<file path="src/source/l2_pkg.sv">
package l2_pkg;

    ////////////////////////////////////////////////////////////
    // cache geometry
    ////////////////////////////////////////////////////////////

    localparam int WAYS       = 4;   // fixed by the plru tree
    localparam int WAY_W      = 2;
    localparam int WORD_W     = 32;
    localparam int ADDR_W     = 32;
    localparam int BYTE_OFF_W = 2;   // byte in word

    ////////////////////////////////////////////////////////////
    // controller states
    ////////////////////////////////////////////////////////////

    typedef enum logic [2:0] {
        idle,
        lookup,
        check_dirty,    // victim dirty bit is looked at here
        writeback,
        refill_req,
        refill_wait,
        refill_write    // write miss, word merge after the refill
    } l2_state_e;

endpackage
</file>
<file path="src/source/l2_array_if.sv">
`timescale 1ns/1ps

interface l2_array_if #(
    parameter int index_width  = 4,
    parameter int offset_width = 2
);
    localparam int line_width = l2_pkg::WORD_W << offset_width;
    localparam int tag_width  = l2_pkg::ADDR_W - index_width - offset_width - l2_pkg::BYTE_OFF_W;

    // from the controller
    logic                      req_load;
    logic [l2_pkg::WAY_W-1:0]  way_sel;
    logic                      use_hit;
    logic                      line_we;
    logic                      word_we;
    logic                      tag_we;
    logic                      dirty_set;
    logic                      dirty_clr;

    // from the tag lookup
    logic                      req_wr;
    logic [index_width-1:0]    index;
    logic [offset_width-1:0]   offset;
    logic [l2_pkg::WAYS-1:0]   hit;
    logic [l2_pkg::WAY_W-1:0]  hit_way;
    logic [l2_pkg::WAY_W-1:0]  victim_way;
    logic                      victim_dirty;
    logic [tag_width-1:0]      victim_tag;
    logic [l2_pkg::ADDR_W-1:0] req_addr;
    logic [l2_pkg::WORD_W-1:0] req_wdata;

    // from the data store
    logic [line_width-1:0]     victim_line;

    modport ctrl (
        output req_load, way_sel, use_hit, line_we, word_we, tag_we, dirty_set, dirty_clr,
        input  req_wr, index, hit, hit_way, victim_way, victim_dirty, victim_tag, req_addr,
        input  victim_line
    );

    modport tags (
        input  req_load, way_sel, use_hit, tag_we, dirty_set, dirty_clr,
        output req_wr, index, offset, hit, hit_way, victim_way, victim_dirty, victim_tag,
        output req_addr, req_wdata
    );

    modport data (
        input  line_we, word_we, way_sel, index, offset, req_wdata,
        output victim_line
    );

endinterface

</file>
<file path="src/source/l2_ctrl_fsm.sv">
`timescale 1ns/1ps

module l2_ctrl_fsm #(
    parameter int index_width  = 4,
    parameter int offset_width = 2
) (
    input  logic                      clk,
    input  logic                      rstn,
    input  logic                      cpu_req_i,
    output logic                      cpu_addr_ok_o,
    output logic                      cpu_data_ok_o,
    output logic                      mem_req_r_o,
    output logic                      mem_req_w_o,
    output logic                      mem_rdy_o,
    input  logic                      mem_addr_ok_r_i,
    input  logic                      mem_addr_ok_w_i,
    input  logic                      mem_data_ok_i,
    output logic [l2_pkg::ADDR_W-1:0] mem_addr_o,
    output logic [(l2_pkg::WORD_W << offset_width)-1:0] mem_wdata_o,
    l2_array_if.ctrl                  arr
);
    localparam int line_lsb  = offset_width + l2_pkg::BYTE_OFF_W;
    localparam int tag_width = l2_pkg::ADDR_W - index_width - line_lsb;

    l2_pkg::l2_state_e        state_q, state_d;
    logic [l2_pkg::WAY_W-1:0] vic_way_q;
    logic                     any_hit;
    logic [tag_width-1:0]     req_tag;

    assign any_hit = |arr.hit;
    assign req_tag = arr.req_addr[l2_pkg::ADDR_W-1 -: tag_width];

    always_ff @(posedge clk) begin
        if (!rstn) state_q <= l2_pkg::idle;
        else state_q <= state_d;
    end

    // held from the miss on, the lru update at refill cannot move it
    always_ff @(posedge clk) begin
        if (state_q == l2_pkg::lookup && !any_hit) vic_way_q <= arr.victim_way;
    end

    ////////////////////////////////////////////////////////////
    // next state and strobes
    ////////////////////////////////////////////////////////////

    always_comb begin
        state_d       = state_q;
        cpu_addr_ok_o = 1'b0;
        cpu_data_ok_o = 1'b0;
        mem_req_r_o   = 1'b0;
        mem_req_w_o   = 1'b0;
        mem_rdy_o     = 1'b0;
        arr.req_load  = 1'b0;
        arr.way_sel   = vic_way_q;
        arr.use_hit   = 1'b0;
        arr.line_we   = 1'b0;
        arr.word_we   = 1'b0;
        arr.tag_we    = 1'b0;
        arr.dirty_set = 1'b0;
        arr.dirty_clr = 1'b0;
        case (state_q)
            l2_pkg::idle: begin
                cpu_addr_ok_o = 1'b1;
                arr.req_load  = 1'b1;
                if (cpu_req_i) state_d = l2_pkg::lookup;
            end
            l2_pkg::lookup: begin
                arr.way_sel = arr.hit_way;
                if (any_hit) begin
                    arr.use_hit = 1'b1;
                    if (arr.req_wr) begin   // write hit
                        arr.word_we   = 1'b1;
                        arr.dirty_set = 1'b1;
                    end else begin
                        cpu_data_ok_o = 1'b1;
                    end
                    state_d = l2_pkg::idle;
                end else begin
                    state_d = l2_pkg::check_dirty;
                end
            end
            l2_pkg::check_dirty: begin
                state_d = arr.victim_dirty ? l2_pkg::writeback : l2_pkg::refill_req;
            end
            l2_pkg::writeback: begin
                mem_req_w_o = 1'b1;
                if (mem_addr_ok_w_i) state_d = l2_pkg::refill_req;
            end
            l2_pkg::refill_req: begin
                mem_req_r_o = 1'b1;
                if (mem_addr_ok_r_i) state_d = l2_pkg::refill_wait;
            end
            l2_pkg::refill_wait: begin
                mem_rdy_o = 1'b1;
                if (mem_data_ok_i) begin
                    arr.line_we = 1'b1;
                    arr.tag_we  = 1'b1;
                    if (arr.req_wr) begin
                        arr.dirty_set = 1'b1;
                        state_d       = l2_pkg::refill_write;
                    end else begin
                        arr.dirty_clr = 1'b1;
                        arr.use_hit   = 1'b1;
                        cpu_data_ok_o = 1'b1;   // word bypassed from mem_rdata
                        state_d       = l2_pkg::idle;
                    end
                end
            end
            l2_pkg::refill_write: begin
                arr.word_we = 1'b1;
                arr.use_hit = 1'b1;
                state_d     = l2_pkg::idle;
            end
            default: state_d = l2_pkg::idle;
        endcase
    end

    // victim line address on writeback, requested line otherwise
    assign mem_addr_o = (state_q == l2_pkg::writeback)
                      ? {arr.victim_tag, arr.index, {line_lsb{1'b0}}}
                      : {req_tag, arr.index, {line_lsb{1'b0}}};
    assign mem_wdata_o = arr.victim_line;

    mem_req_excl_a: assert property (@(posedge clk) disable iff (!rstn)
        !(mem_req_r_o && mem_req_w_o));

endmodule

</file>
<file path="src/flat_wrapper.sv">
// flat-port wrapper written by rule: the top's interface ports become plain ports
module l2_ctrl_fsm_flat 
#(
    parameter int index_width  = 4,
    parameter int offset_width = 2
)
  (clk, rstn, cpu_req_i, cpu_addr_ok_o, cpu_data_ok_o, mem_req_r_o, mem_req_w_o, mem_rdy_o, mem_addr_ok_r_i, mem_addr_ok_w_i, mem_data_ok_i, mem_addr_o, mem_wdata_o, arr_req_load, arr_way_sel, arr_use_hit, arr_line_we, arr_word_we, arr_tag_we, arr_dirty_set, arr_dirty_clr, arr_req_wr, arr_index, arr_hit, arr_hit_way, arr_victim_way, arr_victim_dirty, arr_victim_tag, arr_req_addr, arr_victim_line);
  l2_array_if #(.index_width(index_width), .offset_width(offset_width)) arr_i ();
  input  logic clk;
  input  logic rstn;
  input  logic cpu_req_i;
  output logic cpu_addr_ok_o;
  output logic cpu_data_ok_o;
  output logic mem_req_r_o;
  output logic mem_req_w_o;
  output logic mem_rdy_o;
  input  logic mem_addr_ok_r_i;
  input  logic mem_addr_ok_w_i;
  input  logic mem_data_ok_i;
  output logic [l2_pkg::ADDR_W-1:0] mem_addr_o;
  output logic [(l2_pkg::WORD_W << offset_width)-1:0] mem_wdata_o;
  output wire logic [$bits(arr_i.req_load)-1:0] arr_req_load;
  output wire logic [$bits(arr_i.way_sel)-1:0] arr_way_sel;
  output wire logic [$bits(arr_i.use_hit)-1:0] arr_use_hit;
  output wire logic [$bits(arr_i.line_we)-1:0] arr_line_we;
  output wire logic [$bits(arr_i.word_we)-1:0] arr_word_we;
  output wire logic [$bits(arr_i.tag_we)-1:0] arr_tag_we;
  output wire logic [$bits(arr_i.dirty_set)-1:0] arr_dirty_set;
  output wire logic [$bits(arr_i.dirty_clr)-1:0] arr_dirty_clr;
  input wire logic [$bits(arr_i.req_wr)-1:0] arr_req_wr;
  input wire logic [$bits(arr_i.index)-1:0] arr_index;
  input wire logic [$bits(arr_i.hit)-1:0] arr_hit;
  input wire logic [$bits(arr_i.hit_way)-1:0] arr_hit_way;
  input wire logic [$bits(arr_i.victim_way)-1:0] arr_victim_way;
  input wire logic [$bits(arr_i.victim_dirty)-1:0] arr_victim_dirty;
  input wire logic [$bits(arr_i.victim_tag)-1:0] arr_victim_tag;
  input wire logic [$bits(arr_i.req_addr)-1:0] arr_req_addr;
  input wire logic [$bits(arr_i.victim_line)-1:0] arr_victim_line;
  assign arr_req_load = arr_i.req_load;
  assign arr_way_sel = arr_i.way_sel;
  assign arr_use_hit = arr_i.use_hit;
  assign arr_line_we = arr_i.line_we;
  assign arr_word_we = arr_i.word_we;
  assign arr_tag_we = arr_i.tag_we;
  assign arr_dirty_set = arr_i.dirty_set;
  assign arr_dirty_clr = arr_i.dirty_clr;
  assign arr_i.req_wr = arr_req_wr;
  assign arr_i.index = arr_index;
  assign arr_i.hit = arr_hit;
  assign arr_i.hit_way = arr_hit_way;
  assign arr_i.victim_way = arr_victim_way;
  assign arr_i.victim_dirty = arr_victim_dirty;
  assign arr_i.victim_tag = arr_victim_tag;
  assign arr_i.req_addr = arr_req_addr;
  assign arr_i.victim_line = arr_victim_line;
  l2_ctrl_fsm #(.index_width(index_width), .offset_width(offset_width)) u_core (.clk(clk), .rstn(rstn), .cpu_req_i(cpu_req_i), .cpu_addr_ok_o(cpu_addr_ok_o), .cpu_data_ok_o(cpu_data_ok_o), .mem_req_r_o(mem_req_r_o), .mem_req_w_o(mem_req_w_o), .mem_rdy_o(mem_rdy_o), .mem_addr_ok_r_i(mem_addr_ok_r_i), .mem_addr_ok_w_i(mem_addr_ok_w_i), .mem_data_ok_i(mem_data_ok_i), .mem_addr_o(mem_addr_o), .mem_wdata_o(mem_wdata_o), .arr(arr_i));
endmodule
</file>
<file path="config.mk">
export PLATFORM = sky130hd
export DESIGN_NAME = l2_ctrl_fsm_flat
export DESIGN_NICKNAME = d
export VERILOG_FILES = /design/src/source/l2_pkg.sv /design/src/source/l2_array_if.sv /design/src/source/l2_ctrl_fsm.sv /design/src/flat_wrapper.sv
export SDC_FILE = /design/constraint.sdc
export NUM_CORES = 1
export LEC_CHECK = 0
export BUFFER_PORTS_ARGS = -buffer_cell sky130_fd_sc_hd__buf_2
export CAP_MARGIN = 30
export CORE_AREA = 2 2 146 148
export CTS_CLUSTER_SIZE = 8
export DETAILED_ROUTE_END_ITERATION = 12
export DIE_AREA = 0 0 148 150
export HOLD_SLACK_MARGIN = 0.08
export PLACE_DENSITY = 0.47
export SLEW_MARGIN = 20
export SYNTH_ARGS = -nofsm -noshare
export SYNTH_HDL_FRONTEND = slang
export SYNTH_SLANG_ARGS = --single-unit
</file>
<file path="constraint.sdc">
create_clock -name clk -period 1.6 [get_ports clk]
set_input_delay 0.24 -clock clk [delete_from_list [all_inputs] [get_ports clk]]
set_output_delay 0.24 -clock clk [all_outputs]
set_load 0.03 [all_outputs]
</file>
==> results of run 1 <==
## stage by stage
step | worst slack, ps | total power [mW] | utilization (%)
after floorplan | -22.8 | 1.12 | -
after global placement | 48.4 | 0.687 | 8.49
after detailed placement | 40.1 | 0.689 | 8.49
after CTS | -118 | 1.17 | 9.80
after global routing | -169 | 1.24 | 10.2
final | -106 | 1.18 | 10.2
## per-layer routing
layer	up-vias	track usage (%)	part of all wire (%)
met5	-	0	0
met4	0	5.24	8.5
met3	52	4.30	22
met2	170	8.26	47
met1	539	2.69	23
li1	520	-	-
## sequential cells by signal, indices dropped and copies added, names as in the netlist
signal and count:
u_core.state_q 3, u_core.vic_way_q 2
## where the power goes
part	internal, mW	switching, mW	total [mW]
registers	0.145	0.0126	0.157
logic	0.289	0.321	0.610
clock network	0.330	0.0784	0.408
total	0.764	0.412	1.18
## Yosys cell counts (2+ instances only)
cell type    n  area share, %
nor2b_1      7            2.3
dfxtp_1      3            3.2
mux2_4      20             16
edfxtp_1     2            3.2
nand2_1      5            1.0
and3_1       2           0.67
mux2_2       6            3.6
buf_6        3            1.8
nor2_1       3           0.60
buf_4      139             56
inv_1        3           0.60
nor3_1       2           0.54
o21ai_0      3           0.81
## final cells by class
| class | count | area share [%] |
|---|---|---|
| sequential | 5 | 6.02 |
| inverter | 4 | 0.715 |
| multi-input combinational | 70 | 33.2 |
| tap | 275 | 16.4 |
| clock buffer | 4 | 3.75 |
| timing repair buffer | 114 | 39.9 |
## path summary, 6_finish.rpt
| kind | start | endpoint | cells past startpoint |
|---|---|---|---|
| setup / recovery | u_core.state_q[1] | mem_addr_o[26] | 5 |
| hold / removal | arr_victim_way[0] | u_core.vic_way_q[0] | 1 |
| setup reg to reg | u_core.state_q[1] | u_core.state_q[1] | 7 |
| hold reg to reg | u_core.state_q[2] | u_core.state_q[2] | 3 |
## cells by family (layout without fill, tap and decap cells)
family,Yosys count,in the layout
AO/OA/AOI/OAI,11,11
buffers and inverters,147,122
flip-flops,5,5
multiplexers,27,27
other,1,4
AND/OR/NAND/NOR,28,28
## placed cells by master (no fill, tap or decap), types with 2 or more instances in the layout
cell type	count
nor2b_2	2
nand2_1	5
conb_1	4
buf_2	65
buf_6	32
o21ai_0	3
nor2b_4	3
nor2b_1	3
edfxtp_1	2
inv_1	3
mux2_2	6
buf_4	15
nor2_2	2
buf_12	2
dfxtp_2	2
nor3_2	2
clkbuf_16	3
mux2_4	20
## what timing repair did
action,CTS,global route
gates resized for setup,61,23
pin swaps,0,1
buffers inserted,1,2
endpoints found under the setup margin,33,31
hold buffers,0,0
cloned,0,0
==> results_dict.tcl, run 1 <==
set metrics [dict create \
    grt_pass1_wl_um 7410 \
    fin_ws_ps -106 \
    dpl.hpwl_um 5220 \
    synth_seq_cells 5 \
    fillerInstances 2398 \
    finalCritPeriodShare_pct 107 \
    ys_types 34 \
    drt_iter0_drc 12 \
    dr_total_vias 1281 \
    final_nets 402 \
    async_reset_ff_share_pct 0 \
    finalCriticalPeriod_ps 1710 \
    synth_mux_area_share_pct 20.3 \
    worstPathMaxFanout 14 \
    grt_overflow 0 \
    yosys_warnings 0 \
    cts.clk_slew.worst_paths_ps 30 \
    synth_flop_cell "dfxtp_1" \
    drcViolationCount 0 \
    cts.sinks 5 \
    synth_top_family_by_area "buffers and inverters" \
    cts_tree "yes" \
    grt_usage_pct 4.84 \
    routabilityCongestion 0.678 \
    hold_viol 0 \
    cp-end-kind "primary output" \
    setup_tns_ps -2220 \
    cts_htree_levels 1 \
    routed_wl_um 6070 \
    final_area_mm2 0.00210 \
    fp.dieH_um 150 \
    wl_per_cell_um 12.9 \
    hp-class "in2reg" \
    cts_made_buffers 3 \
    dpl_cell_area_mm2 0.00176 \
    area_growth_pct 12.7 \
    antenna_found_initial 1 \
    worst_path_largest_cell_delay_ps 340 \
    dr.pass1.iters 4 \
    core-area_mm2 0.0207 \
    power.density_mw_per_mm2 560 \
    worst-path-buf-inv 2 \
    start_util_pct 9.01 \
    seq_area_um2 126 \
    via_per_inst 2.71 \
    clockBufferDepth 2 \
    violations "negative setup slack" \
    drive_gt1_share_pct 81.7 \
    status "finished with violations" \
    r2r_slack_ps 70 \
    path_cells "nor2b_4 > nand2_4 > buf_12 > mux2_4 > buf_6" \
    clock_latency_ps 230 \
    synth_seq_area_share_pct 6.44 \
    grt_max_degree 15 \
    synth_xor_area_share_pct 0 \
    max_freq_mhz 586 \
    skew_ps 1.75 \
    portBuffers 101 \
    die_area_mm2 0.0222 \
    synthAdderAreaFrac_pct 0 \
    cap_violations 0 \
    ioPinCount 378 \
    slowest_stage "dfxtp_2" \
    placed_cells 465 \
    finalSetupViolations 29 \
    layoutNonFillerInstCount 472 \
    fp.dieW_um 148 \
    startpoint_type "register" \
    final_antenna_net_count 0 \
    crit_arrival_ps 1470 \
    critPathKind "reg2out" \
    critical-path-top-delay-family "flip-flops" \
    hold_ws_ps 191 \
    syn_area_per_cell_um2 8.51 \
    multi_input_area_um2 698 \
    required_ps 1360 \
    cellLeakagePower_nw 0.999 \
    syn_area_mm2 0.00186 \
    yosys.area_share.simple_pct 9.53 \
    core.rowCount 53 \
    maxSlewViolCount 0 \
    syn_inst 219 \
    synth-edff-count 2 \
    grt_pass1_vias 1221 \
    peakVddDrop_uv 186 \
    rsz0062_at_grt "yes" \
    ctsRootBufferMaster "clkbuf_16" \
    n_antenna_cell 0 \
    synth_compound_area_share_pct 4.70 \
]
Note: power is estimated with default switching activity, not from simulation.
==> run 2, diff against run 1 <==
--- a/config.mk
+++ b/config.mk
@@ -12,7 +12,6 @@
 export DETAILED_ROUTE_END_ITERATION = 12
 export DIE_AREA = 0 0 148 150
 export HOLD_SLACK_MARGIN = 0.08
-export PLACE_DENSITY = 0.47
 export SLEW_MARGIN = 20
 export SYNTH_ARGS = -nofsm -noshare
 export SYNTH_HDL_FRONTEND = slang
==> results_dict.tcl, run 2 (synthesis gave the netlist of run 1 again) <==
set metrics [dict create \
    status "finished with violations" \
    violations "negative setup slack" \
    grt_usage_pct 5.11 \
    rsz0062_at_grt "yes" \
    dpl_cell_area_mm2 0.00182 \
    via_per_inst 2.73 \
    fillerInstances 2404 \
    drt_iter0_drc 23 \
    dpl.hpwl_um 5310 \
    final_nets 409 \
    cts.clk_slew.worst_paths_ps 30 \
    final_common_cell "buf_2" \
    cts_htree_levels 1 \
    cts.sinks 5 \
    routed_wl_um 6230 \
    use_met3_pct 4.48 \
    final_antenna_net_count 0 \
    finalCriticalPeriod_ps 1740 \
    clockBufferDepth 2 \
    cellLeakagePower_nw 1.03 \
    drive_gt1_share_pct 83.3 \
    hold_viol 0 \
    reg2reg_depth 5 \
    cap_violations 0 \
    cts_tree "yes" \
    crit_arrival_ps 1500 \
    grt_pass1_wl_um 8380 \
    holdPathStages 1 \
    dr.pass1.iters 4 \
    maxSlewViolCount 0 \
    antenna_found_initial 1 \
    portBuffers 101 \
    fin_ws_ps -140 \
    area_growth_pct 17.9 \
    ctsRootBufferMaster "clkbuf_16" \
    fp.dieH_um 150 \
    hp-class "in2reg" \
    drcViolationCount 0 \
    grt_busiest_layer "met2" \
    fp.dieW_um 148 \
    die_area_mm2 0.0222 \
    cp-end-kind "primary output" \
    reg_top3 "u_core.state_q (3), u_core.vic_way_q (2)" \
    top_register "u_core.state_q" \
    startpoint_type "register" \
    clock_latency_ps 220 \
    finalCritPeriodShare_pct 109 \
    n_antenna_cell 0 \
    grt_overflow 0 \
    skew_ps 0.140 \
    worst_path_largest_cell_delay_ps 360 \
    grt_max_degree 10 \
    power_mw 1.22 \
    hold_buffers 0 \
    use_met2_pct 6.88 \
    routabilityCongestion 0.752 \
    core.rowCount 53 \
    grt_pass1_vias 1357 \
    max_freq_mhz 575 \
    cts_made_buffers 3 \
    final_area_mm2 0.00220 \
    wl_per_cell_um 13.0 \
    worstPathMaxFanout 9 \
    required_ps 1360 \
    finalSetupViolations 29 \
    grt_util_met1_pct 4.90 \
    dr_total_vias 1307 \
    ioPinCount 378 \
    placed_cells 473 \
    final_cell_mix "buf_2, buf_6, mux2_4, buf_4, nand2_1" \
    multi_input_area_um2 729 \
    largest_reg_flops 3 \
    seq_area_um2 131 \
    critPathKind "reg2out" \
    start_util_pct 9.01 \
    peakVddDrop_uv 319 \
    path_cells "nor2b_4 > nand2_8 > buf_12 > mux2_4 > buf_6" \
    core-area_mm2 0.0207 \
    slowest_stage "dfxtp_4" \
    layoutNonFillerInstCount 479 \
    power.density_mw_per_mm2 556 \
]
-- run 2: power by group --
group	switching (mW)	leakage [nW]	internal (mW)
sequential	0.0144	0.0447	0.144
clock	0.0736	0.0382	0.329
combinational	0.335	0.948	0.325
-- run 2: area by class of cell --
class / instances / share of cell area [%]
Timing Repair Buffer: 121 / 40.9
Tap cell: 275 / 15.7
Multi-Input combinational cell: 70 / 33.2
Sequential cell: 5 / 5.98
Inverter: 4 / 0.683
Clock buffer: 4 / 3.59
-- run 2: timing repair --
action	CTS	global route
setup endpoints to repair	35	35
setup buffers	1	1
resized for setup	83	11
pin swaps	2	3
-- run 2: per-stage QoR --
stage	TNS [ps]	util (%)	hold WS, ps	setup WS (ps)
after floorplan	-22.8	-	339	-22.8
after global placement	0	8.78	419	16.5
after detailed placement	0	8.78	419	16.2
after CTS	-3590	10.4	190	-159
after global routing	-4930	10.6	187	-202
final	-3280	10.6	193	-140
-- run 2: path summary, 6_finish.rpt --
kind | slack (ps) | end | from
worst max-delay path | -140 | mem_addr_o[19] | u_core.state_q[1]
worst min-delay path | 190 | u_core.vic_way_q[1] | arr_victim_way[1]
worst max register to register | 150 | u_core.state_q[1] | u_core.state_q[0]
worst min register to register | 730 | u_core.state_q[2] | u_core.state_q[2]
-- run 2: worst max-delay path: cells and delay by family, from the launching register on --
kind / cells / cell delay [ps]
buffers and inverters: 2 / 300
muxes: 1 / 300
and+or+nand+nor: 2 / 310
DFF: 1 / 360
-- run 2: metal layers --
metal  vias to the layer above  part of all wire (%)
li1                        540                     -
met1                       544                    33
met2                       157                    40
met3                        62                    19
met4                         4                   6.5
met5                         -                  0.92
